## config.mk

```make
export PLATFORM = sky130hd
export DESIGN_NAME = wb_stage
export DESIGN_NICKNAME = d
export VERILOG_FILES = /design/src/wb_pkg.sv /design/src/wb_commit.sv /design/src/wb_retire_counters.sv /design/src/wb_stage.sv /design/src/wb_trap_unit.sv
export SDC_FILE = /design/constraint.sdc
export NUM_CORES = 1
export LEC_CHECK = 0
export BUFFER_PORTS_ARGS = -buffer_cell sky130_fd_sc_hd__buf_2
export CAP_MARGIN = 30
export CORE_AREA = 2 2 304 306
export DETAILED_ROUTE_END_ITERATION = 7
export DIE_AREA = 0 0 306 308
export PLACE_DENSITY_LB_ADDON = 0.25
export REMOVE_ABC_BUFFERS = 1
export SYNTH_ARGS = -nofsm -noshare
export SYNTH_HDL_FRONTEND = slang
export SYNTH_HIERARCHICAL = 1
export SYNTH_SLANG_ARGS = --single-unit
export TNS_END_PERCENT = 5
```

## constraint.sdc

```tcl
create_clock -name clk_in -period 3.5 [get_ports clk_in]
set_input_delay 0.175 -clock clk_in [delete_from_list [all_inputs] [get_ports clk_in]]
set_output_delay 0.175 -clock clk_in [all_outputs]
set_load 0.005 [all_outputs]
```

## src/wb_pkg.sv

```systemverilog
// RV32IM write-back definitions for a 32 bit core without C, F or interrupt support
package wb_pkg;

   // --------------------
   // Widths
   localparam int XLEN    = 32;                   // Register and PC width
   localparam int GPR_AW  = 5;                    // 32 GPRs
   localparam int CSR_AW  = 12;                   // Full CSR address space
   localparam int NUM_RET = 13;                   // Number of retirement counters

   // --------------------
   // Instruction class as decoded upstream
   typedef enum logic [3:0] {
      ILL_INSTR,                                  // Illegal encoding
      ALU_INSTR,
      BR_INSTR,                                   // Branches, jumps and xRET
      IM_INSTR,                                   // Multiply
      IDR_INSTR,                                  // Divide and remainder
      SYS_INSTR,
      CSR_INSTR,
      LD_INSTR,
      ST_INSTR
   } ig_type_e;

   // Operation within a class
   typedef enum logic [3:0] {
      B_ADD,                                      // Conditional branch
      B_JAL,
      B_JALR,
      B_SRET,
      B_MRET,
      ECALL,
      EBREAK,
      WFI,
      REM,
      REMU,
      DIV,
      OTHER
   } op_type_e;

   // Privilege mode, encoding 2 is reserved
   typedef enum logic [1:0] {
      U_MODE = 2'd0,
      S_MODE = 2'd1,
      M_MODE = 2'd3
   } mode_e;

   // --------------------
   // Synchronous exception causes
   localparam logic [5:0] CAUSE_IADDR_MIS  = 6'd0;
   localparam logic [5:0] CAUSE_IACC_FLT   = 6'd1;
   localparam logic [5:0] CAUSE_ILLEGAL    = 6'd2;
   localparam logic [5:0] CAUSE_BREAK      = 6'd3;
   localparam logic [5:0] CAUSE_LD_MIS     = 6'd4;
   localparam logic [5:0] CAUSE_LD_FLT     = 6'd5;
   localparam logic [5:0] CAUSE_ST_MIS     = 6'd6;
   localparam logic [5:0] CAUSE_ST_FLT     = 6'd7;
   localparam logic [5:0] CAUSE_ECALL_BASE = 6'd8;  // Mode is added on top

   // Retirement counter index
   typedef enum logic [3:0] {
      ALU_RET, BXX_RET, JAL_RET, JALR_RET, IM_RET, ID_RET, IR_RET,
      SYS_RET, CSR_RET, LD_RET, ST_RET, UNK_RET, EXC_RET
   } ret_class_e;

   // --------------------
   // Memory stage to write-back record
   typedef struct packed {
      logic [XLEN-1:0]   pc;
      logic [XLEN-1:0]   instruction;
      ig_type_e          ig_type;
      op_type_e          op_type;
      logic [XLEN-1:0]   ls_addr;                 // Load/store effective address
      logic [XLEN-1:0]   br_pc;                   // Branch or jump target
      logic              inv_flag;                // Store also hit I$ space
      logic              ci;                      // 16 bit instruction
      logic              instr_err;               // Misaligned or bad CSR access
      logic              mio_ack_fault;           // Bus reported an access fault
      mode_e             mode;                    // Mode the instruction ran in
      logic [XLEN-1:0]   trap_pc;                 // Trap vector for this instruction
      logic              Rd_wr;
      logic [GPR_AW-1:0] Rd_addr;
      logic [XLEN-1:0]   Rd_data;
      logic              csr_wr;
      logic [CSR_AW-1:0] csr_addr;
      logic [XLEN-1:0]   csr_wr_data;
      logic [XLEN-1:0]   csr_fwd_data;            // Value seen by younger readers
   } m2w_t;

   typedef struct packed {
      logic              flag;
      logic [5:0]        cause;
      logic [XLEN-1:0]   pc;                      // Faulting instruction address
      logic [XLEN-1:0]   tval;
   } exception_t;

   typedef struct packed {
      logic              pc_flag;                 // Fetch must restart
      logic              ic_flag;                 // Restart caused by I$ invalidate
      logic [XLEN-1:0]   addr;
   } reload_t;

   typedef struct packed {
      logic              wr;
      logic [GPR_AW-1:0] addr;
      logic [XLEN-1:0]   data;
   } gpr_wr_t;

   typedef struct packed {
      logic              wr;
      logic [CSR_AW-1:0] addr;
      logic [XLEN-1:0]   data;
   } csr_wr_t;

   typedef struct packed {
      logic              valid;
      gpr_wr_t           gpr;
   } fwd_gpr_t;

   typedef struct packed {
      logic              valid;
      logic              wr;
      logic [CSR_AW-1:0] addr;
      logic [XLEN-1:0]   data;
   } fwd_csr_t;

endpackage

```

## src/wb_commit.sv

```systemverilog
// GPR and CSR write gating, writes fire only on a transfer while forwards follow valid
module wb_commit
(
   input  logic               clk_in,
   input  logic               xfer,               // Instruction retires this cycle
   input  wb_pkg::m2w_t       m2w,
   input  logic               m2w_valid,
   input  wb_pkg::exception_t trap_exc,           // From trap unit
   output wb_pkg::gpr_wr_t    gpr_wr,
   output wb_pkg::csr_wr_t    csr_wr,
   output wb_pkg::fwd_gpr_t   fwd_gpr,
   output wb_pkg::fwd_csr_t   fwd_csr
);
   import wb_pkg::*;

   logic    rd_class;                             // Class that produces Rd
   gpr_wr_t gpr_rec;                              // Ungated GPR result
   csr_wr_t csr_rec;
   logic    keep;                                 // Valid and not trapped

   // Classes allowed to write Rd
   always_comb
   begin
      case (m2w.ig_type)
         ALU_INSTR, IM_INSTR, IDR_INSTR, CSR_INSTR, LD_INSTR:
            rd_class = 1'b1;
         BR_INSTR:
            rd_class = (m2w.op_type inside {B_JAL, B_JALR}); // Link register only
         default:
            rd_class = 1'b0;
      endcase
   end

   assign keep = m2w_valid & !trap_exc.flag;

   // --------------------
   // Results of this instruction
   assign gpr_rec.wr   = keep & rd_class & m2w.Rd_wr;
   assign gpr_rec.addr = (keep & rd_class) ? m2w.Rd_addr : '0;
   assign gpr_rec.data = (keep & rd_class) ? m2w.Rd_data : '0;

   assign csr_rec.wr   = keep & (m2w.ig_type == CSR_INSTR) & m2w.csr_wr;
   assign csr_rec.addr = csr_rec.wr ? m2w.csr_addr : '0;
   assign csr_rec.data = csr_rec.wr ? m2w.csr_wr_data : '0;

   // Register file ports
   assign gpr_wr.wr    = xfer & gpr_rec.wr;
   assign gpr_wr.addr  = gpr_rec.addr;
   assign gpr_wr.data  = gpr_rec.data;
   assign csr_wr.wr    = xfer & csr_rec.wr;
   assign csr_wr.addr  = csr_rec.addr;
   assign csr_wr.data  = csr_rec.data;

   // Forwards stay up during a halt
   assign fwd_gpr.valid = m2w_valid;
   assign fwd_gpr.gpr   = gpr_rec;
   assign fwd_csr.valid = m2w_valid;
   assign fwd_csr.wr    = csr_rec.wr;
   assign fwd_csr.addr  = csr_rec.addr;
   assign fwd_csr.data  = csr_rec.wr ? m2w.csr_fwd_data : '0;

   // A transfer strobe only ever comes with an instruction behind it
   a_xfer_valid: assert property (@(posedge clk_in) xfer |-> m2w_valid);

endmodule

```

## src/wb_retire_counters.sv

```systemverilog
// Registered retirement counters per class, counts wrap at CNT_W bits and are visible a cycle later
module wb_retire_counters
#(
   parameter int CNT_W = 16                       // Counter width
)
(
   input  logic               clk_in,
   input  logic               reset,              // Synchronous, active high
   input  logic               xfer,
   input  wb_pkg::m2w_t       m2w,
   input  wb_pkg::exception_t trap_exc,
   output logic [wb_pkg::NUM_RET-1:0][CNT_W-1:0] ret_cnt
);
   import wb_pkg::*;

   ret_class_e         cls;                       // Class counter for this instruction
   logic               cls_bump;                  // Class counter takes part
   logic [NUM_RET-1:0] inc;                       // One hot plus EXC bit

   // --------------------
   // Class select
   always_comb
   begin
      cls_bump = 1'b1;
      case (m2w.ig_type)
         ALU_INSTR: cls = ALU_RET;
         BR_INSTR:
         begin
            case (m2w.op_type)
               B_JAL:   cls = JAL_RET;
               B_JALR:  cls = JALR_RET;
               default: cls = BXX_RET;            // Bxx, SRET and MRET
            endcase
         end
         IM_INSTR:  cls = IM_RET;
         IDR_INSTR: cls = (m2w.op_type inside {REM, REMU}) ? IR_RET : ID_RET;
         SYS_INSTR: cls = SYS_RET;
         CSR_INSTR: cls = CSR_RET;
         LD_INSTR:  cls = LD_RET;
         ST_INSTR:
         begin
            cls      = ST_RET;
            cls_bump = !trap_exc.flag;            // Faulted store counts as EXC only
         end
         default:   cls = UNK_RET;                // ILL and unused codes
      endcase
   end

   always_comb
   begin
      inc          = '0;
      inc[cls]     = cls_bump;
      inc[EXC_RET] = trap_exc.flag;
   end

   // --------------------
   // Counter bank
   always_ff @(posedge clk_in)
   begin
      if (reset)
         ret_cnt <= '0;
      else if (xfer)
      begin
         for (int i = 0; i < NUM_RET; i++)
            if (inc[i])
               ret_cnt[i] <= ret_cnt[i] + 1'b1;  // Wraps
      end
   end

   // Counters move only at the end of a transfer cycle
   a_hold: assert property (@(posedge clk_in) disable iff (reset)
      !xfer |=> $stable(ret_cnt));

   // Each trapped transfer shows up once in the EXC count on the next cycle
   a_exc_count: assert property (@(posedge clk_in) disable iff (reset)
      (xfer && trap_exc.flag) |=>
         ret_cnt[EXC_RET] == CNT_W'($past(ret_cnt[EXC_RET]) + 1'b1));

endmodule

```

## src/wb_stage.sv

```systemverilog
// Write-back stage top, takes one instruction per cycle and is never busy except in reset or halt
module wb_stage
#(
   parameter int CNT_W = 16                       // Retirement counter width
)
(
   input  logic               clk_in,
   input  logic               reset,              // Synchronous, active high

   input  logic               cpu_halt,           // Stop accepting from memory stage

   // --------------------
   // Memory stage input
   input  logic               m2w_valid,
   input  wb_pkg::m2w_t       m2w,
   output logic               m2w_rdy,

   // Trap and fetch restart
   output wb_pkg::exception_t exception,
   output wb_pkg::reload_t    reload,

   // Register file writes and forwards
   output wb_pkg::gpr_wr_t    gpr_wr,
   output wb_pkg::csr_wr_t    csr_wr,
   output wb_pkg::fwd_gpr_t   fwd_gpr,
   output wb_pkg::fwd_csr_t   fwd_csr,

   // Retirement counts indexed by class
   output logic [wb_pkg::NUM_RET-1:0][CNT_W-1:0] ret_cnt
);
   import wb_pkg::*;

   logic       xfer;                              // Handshake completes this cycle
   exception_t trap_exc;                          // Shared trap record

   // --------------------
   // Handshake
   assign m2w_rdy   = !reset & !cpu_halt;
   assign xfer      = m2w_valid & m2w_rdy;
   assign exception = trap_exc;

   wb_trap_unit i_wb_trap_unit
   (
      .m2w       (m2w),
      .m2w_valid (m2w_valid),
      .exception (trap_exc),
      .reload    (reload)
   );

   wb_commit i_wb_commit
   (
      .clk_in    (clk_in),
      .xfer      (xfer),
      .m2w       (m2w),
      .m2w_valid (m2w_valid),
      .trap_exc  (trap_exc),
      .gpr_wr    (gpr_wr),
      .csr_wr    (csr_wr),
      .fwd_gpr   (fwd_gpr),
      .fwd_csr   (fwd_csr)
   );

   wb_retire_counters #(
      .CNT_W (CNT_W)
   ) i_wb_retire_counters
   (
      .clk_in    (clk_in),
      .reset     (reset),
      .xfer      (xfer),
      .m2w       (m2w),
      .trap_exc  (trap_exc),
      .ret_cnt   (ret_cnt)
   );

endmodule

```

## src/wb_trap_unit.sv

```systemverilog
// Combinational trap detect for one instruction, C extension absent so misaligned targets trap
module wb_trap_unit
(
   input  wb_pkg::m2w_t       m2w,                // Instruction from memory stage
   input  logic               m2w_valid,
   output wb_pkg::exception_t exception,          // Trap record, zero when idle
   output wb_pkg::reload_t    reload              // Fetch restart request
);
   import wb_pkg::*;

   logic            trap;                         // Instruction raises an exception
   logic [5:0]      cause;
   logic [XLEN-1:0] tval;
   logic            st_reload;                    // Clean store into I$ space

   // --------------------
   // Cause select, one per class
   always_comb
   begin
      trap      = 1'b0;
      cause     = '0;
      tval      = '0;
      st_reload = 1'b0;

      if (m2w_valid)
      begin
         case (m2w.ig_type)
            ILL_INSTR:
            begin
               trap  = 1'b1;
               cause = CAUSE_ILLEGAL;
               tval  = m2w.instruction;
            end

            BR_INSTR:
            begin
               case (m2w.op_type)
                  B_SRET:
                  begin
                     if (m2w.mode < S_MODE)       // Only U mode is below S
                     begin
                        trap  = 1'b1;
                        cause = CAUSE_ILLEGAL;
                        tval  = m2w.instruction;
                     end
                  end
                  B_MRET:
                  begin
                     if (m2w.mode < M_MODE)       // S, U and reserved mode
                     begin
                        trap  = 1'b1;
                        cause = CAUSE_ILLEGAL;
                        tval  = m2w.instruction;
                     end
                  end
                  B_ADD, B_JAL, B_JALR:
                  begin
                     if (m2w.instr_err)           // Target not word aligned
                     begin
                        trap  = 1'b1;
                        cause = CAUSE_IADDR_MIS;
                        tval  = m2w.br_pc;
                     end
                  end
                  default:
                  begin
                     trap = 1'b0;
                  end
               endcase
            end

            SYS_INSTR:
            begin
               if (m2w.op_type == ECALL)
               begin
                  trap  = 1'b1;
                  cause = CAUSE_ECALL_BASE + 6'(m2w.mode); // 8, 9 or 11
                  tval  = m2w.instruction;
               end
               else if (m2w.op_type == EBREAK)
               begin
                  trap  = 1'b1;
                  cause = CAUSE_BREAK;
                  tval  = m2w.instruction;
               end
            end

            CSR_INSTR:
            begin
               if (m2w.instr_err)
               begin
                  trap  = 1'b1;
                  cause = CAUSE_IACC_FLT;
                  tval  = m2w.Rd_data;             // Execute parks the bad address here
               end
            end

            LD_INSTR:
            begin
               trap  = m2w.instr_err | m2w.mio_ack_fault;
               cause = m2w.instr_err ? CAUSE_LD_MIS : CAUSE_LD_FLT; // Misalign wins
               tval  = m2w.ls_addr;
            end

            ST_INSTR:
            begin
               trap      = m2w.instr_err | m2w.mio_ack_fault;
               cause     = m2w.instr_err ? CAUSE_ST_MIS : CAUSE_ST_FLT;
               tval      = m2w.ls_addr;
               st_reload = !trap & m2w.inv_flag;
            end

            default:
            begin
               trap = 1'b0;                        // ALU, IM, IDR never trap here
            end
         endcase
      end
   end

   // --------------------
   // Trap record and fetch restart
   always_comb
   begin
      exception = '0;
      reload    = '0;
      if (trap)
      begin
         exception.flag  = 1'b1;
         exception.cause = cause;
         exception.pc    = m2w.pc;
         exception.tval  = tval;
         reload.pc_flag  = 1'b1;
         reload.addr     = m2w.trap_pc;            // Vector from CSR unit
      end
      else if (st_reload)
      begin
         // Refetch the instruction after the store so stale I$ lines are dropped
         reload.pc_flag  = 1'b1;
         reload.ic_flag  = 1'b1;
         reload.addr     = m2w.pc + (m2w.ci ? XLEN'(2) : XLEN'(4));
      end
   end

endmodule
```

==> metrics.txt <==
# TYPE chip_impl_metric gauge
chip_impl_metric{name="peakVddDrop",unit="mV"} 0.2348
chip_impl_metric{name="routed_wire_length_per_instance",unit="um"} 22.84
chip_impl_metric{name="worst_hold_path.num_cells",unit=""} 5
chip_impl_metric{name="placedInstanceArea",unit="mm^2"} 0.01819
chip_impl_info{name="cell_types_with_the_largest_area_share_after_synthesis",value="dfxtp_1 31%, xor2_1 5.9%, and2_1 5.5%, a21oi_1 5.4%, nor2_1 5.0%"} 1
chip_impl_metric{name="cts.path.max_buffers",unit=""} 3
chip_impl_metric{name="sequential_cell_area_fraction_in_the_yosys_report",unit="%"} 31.43
chip_impl_metric{name="worst_slew_pin_slew",unit="ps"} 1003
chip_impl_metric{name="hold-worst-slack",unit="ps"} 323.9
chip_impl_metric{name="hold_viol",unit=""} 0
chip_impl_metric{name="route.antenna.remaining_nets",unit=""} 0
chip_impl_metric{name="numClockSinks",unit=""} 208
chip_impl_metric{name="rr_worst_depth",unit=""} 5
chip_impl_metric{name="routed_wl",unit="um"} 82960
chip_impl_info{name="run_status",value="completed"} 1
chip_impl_metric{name="clock-skew-final",unit="ps"} 13.49
chip_impl_metric{name="largest_reg_flops",unit=""} 208
chip_impl_metric{name="grt_pass1_wl",unit="um"} 111000
chip_impl_metric{name="layout_min_cycle_time",unit="ps"} 2887
chip_impl_metric{name="postCtsSetupBuffers",unit=""} 0
chip_impl_metric{name="max_cap_viol_count",unit=""} 0
chip_impl_info{name="grt_setup_unrepaired",value="no"} 1
chip_impl_metric{name="area.growth.synth_to_final",unit="%"} 43.74
chip_impl_metric{name="timing.final.ws_setup",unit="ps"} 613.3
chip_impl_metric{name="asyncSetResetFlopFracSynth",unit="%"} 0
chip_impl_metric{name="synth_seq_cells",unit=""} 208
chip_impl_metric{name="clock_latency",unit="ps"} 540
chip_impl_info{name="synth-main-ff-cell",value="dfxtp_1"} 1
chip_impl_metric{name="final_core_util",unit="%"} 20.94
chip_impl_metric{name="design.die.area",unit="mm^2"} 0.09425
chip_impl_metric{name="die_w",unit="um"} 306
chip_impl_metric{name="static_leakage",unit="nW"} 8.506
chip_impl_info{name="post-synth-top-area-cell",value="dfxtp_1"} 1
chip_impl_metric{name="pre_cts_slack",unit="ps"} 541.3
chip_impl_metric{name="clk_pin_slew_worst_paths",unit="ps"} 60
chip_impl_info{name="hp-start",value="cpu_halt"} 1
chip_impl_metric{name="largest_net_degree_at_the_start_of_global_routing",unit=""} 82
chip_impl_metric{name="postSynthCellCount",unit=""} 1709
chip_impl_info{name="crit_path_cell_trace",value="buf_2, nor4_1, nand3_1, a21oi_1, o21ai_4, buf_4, a21oi_1, buf_2"} 1
chip_impl_metric{name="drc_errors",unit=""} 0
chip_impl_metric{name="grt_antenna_before_repair",unit=""} 61
chip_impl_info{name="tritoncts",value="done"} 1
chip_impl_metric{name="cts_buffers",unit=""} 26
chip_impl_metric{name="mappedNetlistArea",unit="mm^2"} 0.01325
chip_impl_metric{name="multi_input_comb_area",unit="mm^2"} 0.008127
chip_impl_metric{name="hpwl",unit="um"} 67830
chip_impl_metric{name="nets",unit=""} 2717
chip_impl_metric{name="boundaryPins",unit=""} 775
chip_impl_info{name="critical-path-top-delay-family",value="compound AO/OA/AOI/OAI gates"} 1
chip_impl_metric{name="cp_data_required_time",unit="ps"} 3320
chip_impl_info{name="crit-reg2reg-launch",value="i_wb_retire_counters/ret_cnt[163]"} 1
chip_impl_info{name="max_flop_register",value="i_wb_retire_counters/ret_cnt"} 1
chip_impl_metric{name="grt_remaining_overflow",unit=""} 0
chip_impl_metric{name="grt_pass1_vias",unit=""} 14204
chip_impl_info{name="startpoint",value="m2w[223]"} 1
chip_impl_metric{name="starting_density_of_the_core",unit="%"} 14.56
chip_impl_info{name="reg_top3",value="i_wb_retire_counters/ret_cnt: 208 flops"} 1
chip_impl_metric{name="pwr_density_cell",unit="mW/mm^2"} 295.5
chip_impl_info{name="clock-root-buffer",value="clkbuf_16"} 1
chip_impl_metric{name="yosys_warnings",unit=""} 6
chip_impl_metric{name="fraction_of_post_synthesis_cell_area_in_the_top_cell_type_by_area",unit="%"} 31.43
chip_impl_metric{name="numPlacedInstances",unit=""} 3565
chip_impl_metric{name="instances_no_fill",unit=""} 3633
chip_impl_metric{name="syn_avg_cell_area",unit="um^2"} 7.752
chip_impl_metric{name="setup_viol_count_final",unit=""} 0
chip_impl_metric{name="drt_pass1_iterations",unit=""} 8
chip_impl_metric{name="core.rowCount",unit=""} 111
chip_impl_metric{name="drive_above_1_share",unit="%"} 37.02
chip_impl_metric{name="global_route.usage.total",unit="%"} 16.38
chip_impl_metric{name="report.final.slew_viol_count",unit=""} 0
chip_impl_metric{name="cp_num_buf_inv",unit=""} 3
chip_impl_metric{name="postCtsResizedCells",unit=""} 0
chip_impl_metric{name="worst-path-max-fanout",unit=""} 41
chip_impl_metric{name="core_region_area",unit="mm^2"} 0.09097
chip_impl_metric{name="vias_per_cell",unit=""} 4.342
chip_impl_metric{name="clock.fmax",unit="MHz"} 346.4
chip_impl_metric{name="fin_crit_sh",unit="%"} 82.48
chip_impl_metric{name="critPathArrivalTime",unit="ps"} 2710
chip_impl_metric{name="yosys.cell_types.count",unit=""} 76
chip_impl_metric{name="ctsHtreeMaxLevel",unit=""} 1
chip_impl_metric{name="ff_latch_area",unit="mm^2"} 0.004164
chip_impl_metric{name="finalInstanceArea",unit="mm^2"} 0.01904
chip_impl_metric{name="die_span_in_y",unit="um"} 308
chip_impl_metric{name="synth-edff-count",unit=""} 0
chip_impl_info{name="critPathCaptureType",value="output pin"} 1
chip_impl_metric{name="gp_congestion",unit=""} 0.9010
chip_impl_info{name="hold_class",value="input pin to flip-flop"} 1
chip_impl_info{name="critical_path_class",value="input pin to output pin"} 1
chip_impl_metric{name="port_buf_inserts",unit=""} 772
chip_impl_info{name="critical-path-slowest-cell",value="a21oi_1"} 1
chip_impl_info{name="synthMostInstantiatedCell",value="dfxtp_1"} 1
chip_impl_info{name="critical_path_start_type",value="input pin"} 1
chip_impl_metric{name="timing.critical_path.depth",unit=""} 8
chip_impl_metric{name="slew-limit-headroom",unit="%"} 32.09
chip_impl_info{name="ys_top_cells_by_count",value="208 x dfxtp_1, 177 x nor2_1, 150 x nand2_1, 144 x a21oi_1, 116 x and2_1"} 1
chip_impl_metric{name="filler_cell_count",unit=""} 10366
chip_impl_metric{name="drt_first_iter_violations",unit=""} 1298
chip_impl_metric{name="worst_path_largest_cell_delay",unit="ps"} 600
chip_impl_metric{name="vias",unit=""} 15774
-- layout by cell type, fill, tap and decap left out, drive strengths merged, types with 5 or more instances in the layout --
cell type  instances
nor2b              8
ha                15
and3              18
buf              816
nor3              36
o311ai             5
a31o               5
nor3b              8
inv               45
a21o               7
nand2            150
nor4              19
o31ai             22
mux2i              7
and3b              5
a22o              28
o21ai             49
and4              24
xor2              90
diode             21
or3               41
or4               20
nand4             57
a21oi            154
dfxtp            208
and2             116
clkbuf            39
xnor2             68
nand3             83
clkinv             5
nor4b              5
nor2             177
a222oi            32
nand2b            13
-- path summary, 6_finish.rpt --
kind / slack (ps) / end
min: 320 / i_wb_retire_counters/ret_cnt[38]
max: 610 / exception[21]
max reg2reg: 1320 / i_wb_retire_counters/ret_cnt[170]
min reg2reg: 490 / i_wb_retire_counters/ret_cnt[31]
-- routing by layer --
layer  track usage (%)  part of all wire (%)  up-vias
met2             24.22                    43      701
li1                  -                     -     7465
met3             7.435                    12      132
met4             4.101                   2.3       66
met1             21.34                    42     7410
met5             1.137                  0.65        -
-- worst register-to-register path, cell delays in order, from the launching register on --
cell and delay (ps):
dfxtp_1 400, nand3_1 140, a2111oi_0 600, o311a_1 590, a21oi_1 140, a31o_2 220
-- cell type report --
type	count	share of cell area, %
clock buffers	39	3.942
well taps	1186	7.792
clock inverters	7	0.2234
flip-flops and latches	208	21.86
repair buffers	817	22.37
multi-input cells	1312	42.67
inverters	43	0.8607
diodes	21	0.2759
-- per-stage QoR --
stage                     total power, W  TNS [ps]
after floorplan                 0.002611   -115650
after global placement          0.003115         0
after detailed placement        0.003111         0
after CTS                       0.005736         0
after global routing            0.005882         0
final                           0.005627         0
-- cell families after synthesis --
group,after synthesis,synth area share [%]
buf+inv,190,7.527
xor+xnor,158,10.44
other cells,1,0.02830
mux,8,0.6139
simple gates,799,32.02
compound gates,329,16.37
fa+ha+maj,16,1.568
flops,208,31.43
-- timing repair --
item	4_1_cts	5_1_grt
endpoints found under the hold margin	7	0
endpoints found under the setup margin	0	0
hold buffers	1	0
-- power breakdown --
part / leakage (nW) / internal (W) / switching, W
Clock: 0.394 / 0.00148 / 0.00109
Sequential: 1.67 / 0.00237 / 0.00000191
Combinational: 6.44 / 0.000257 / 0.000430
Total: 8.51 / 0.00410 / 0.00153
No activity file was read; power rests on OpenSTA's default activity.
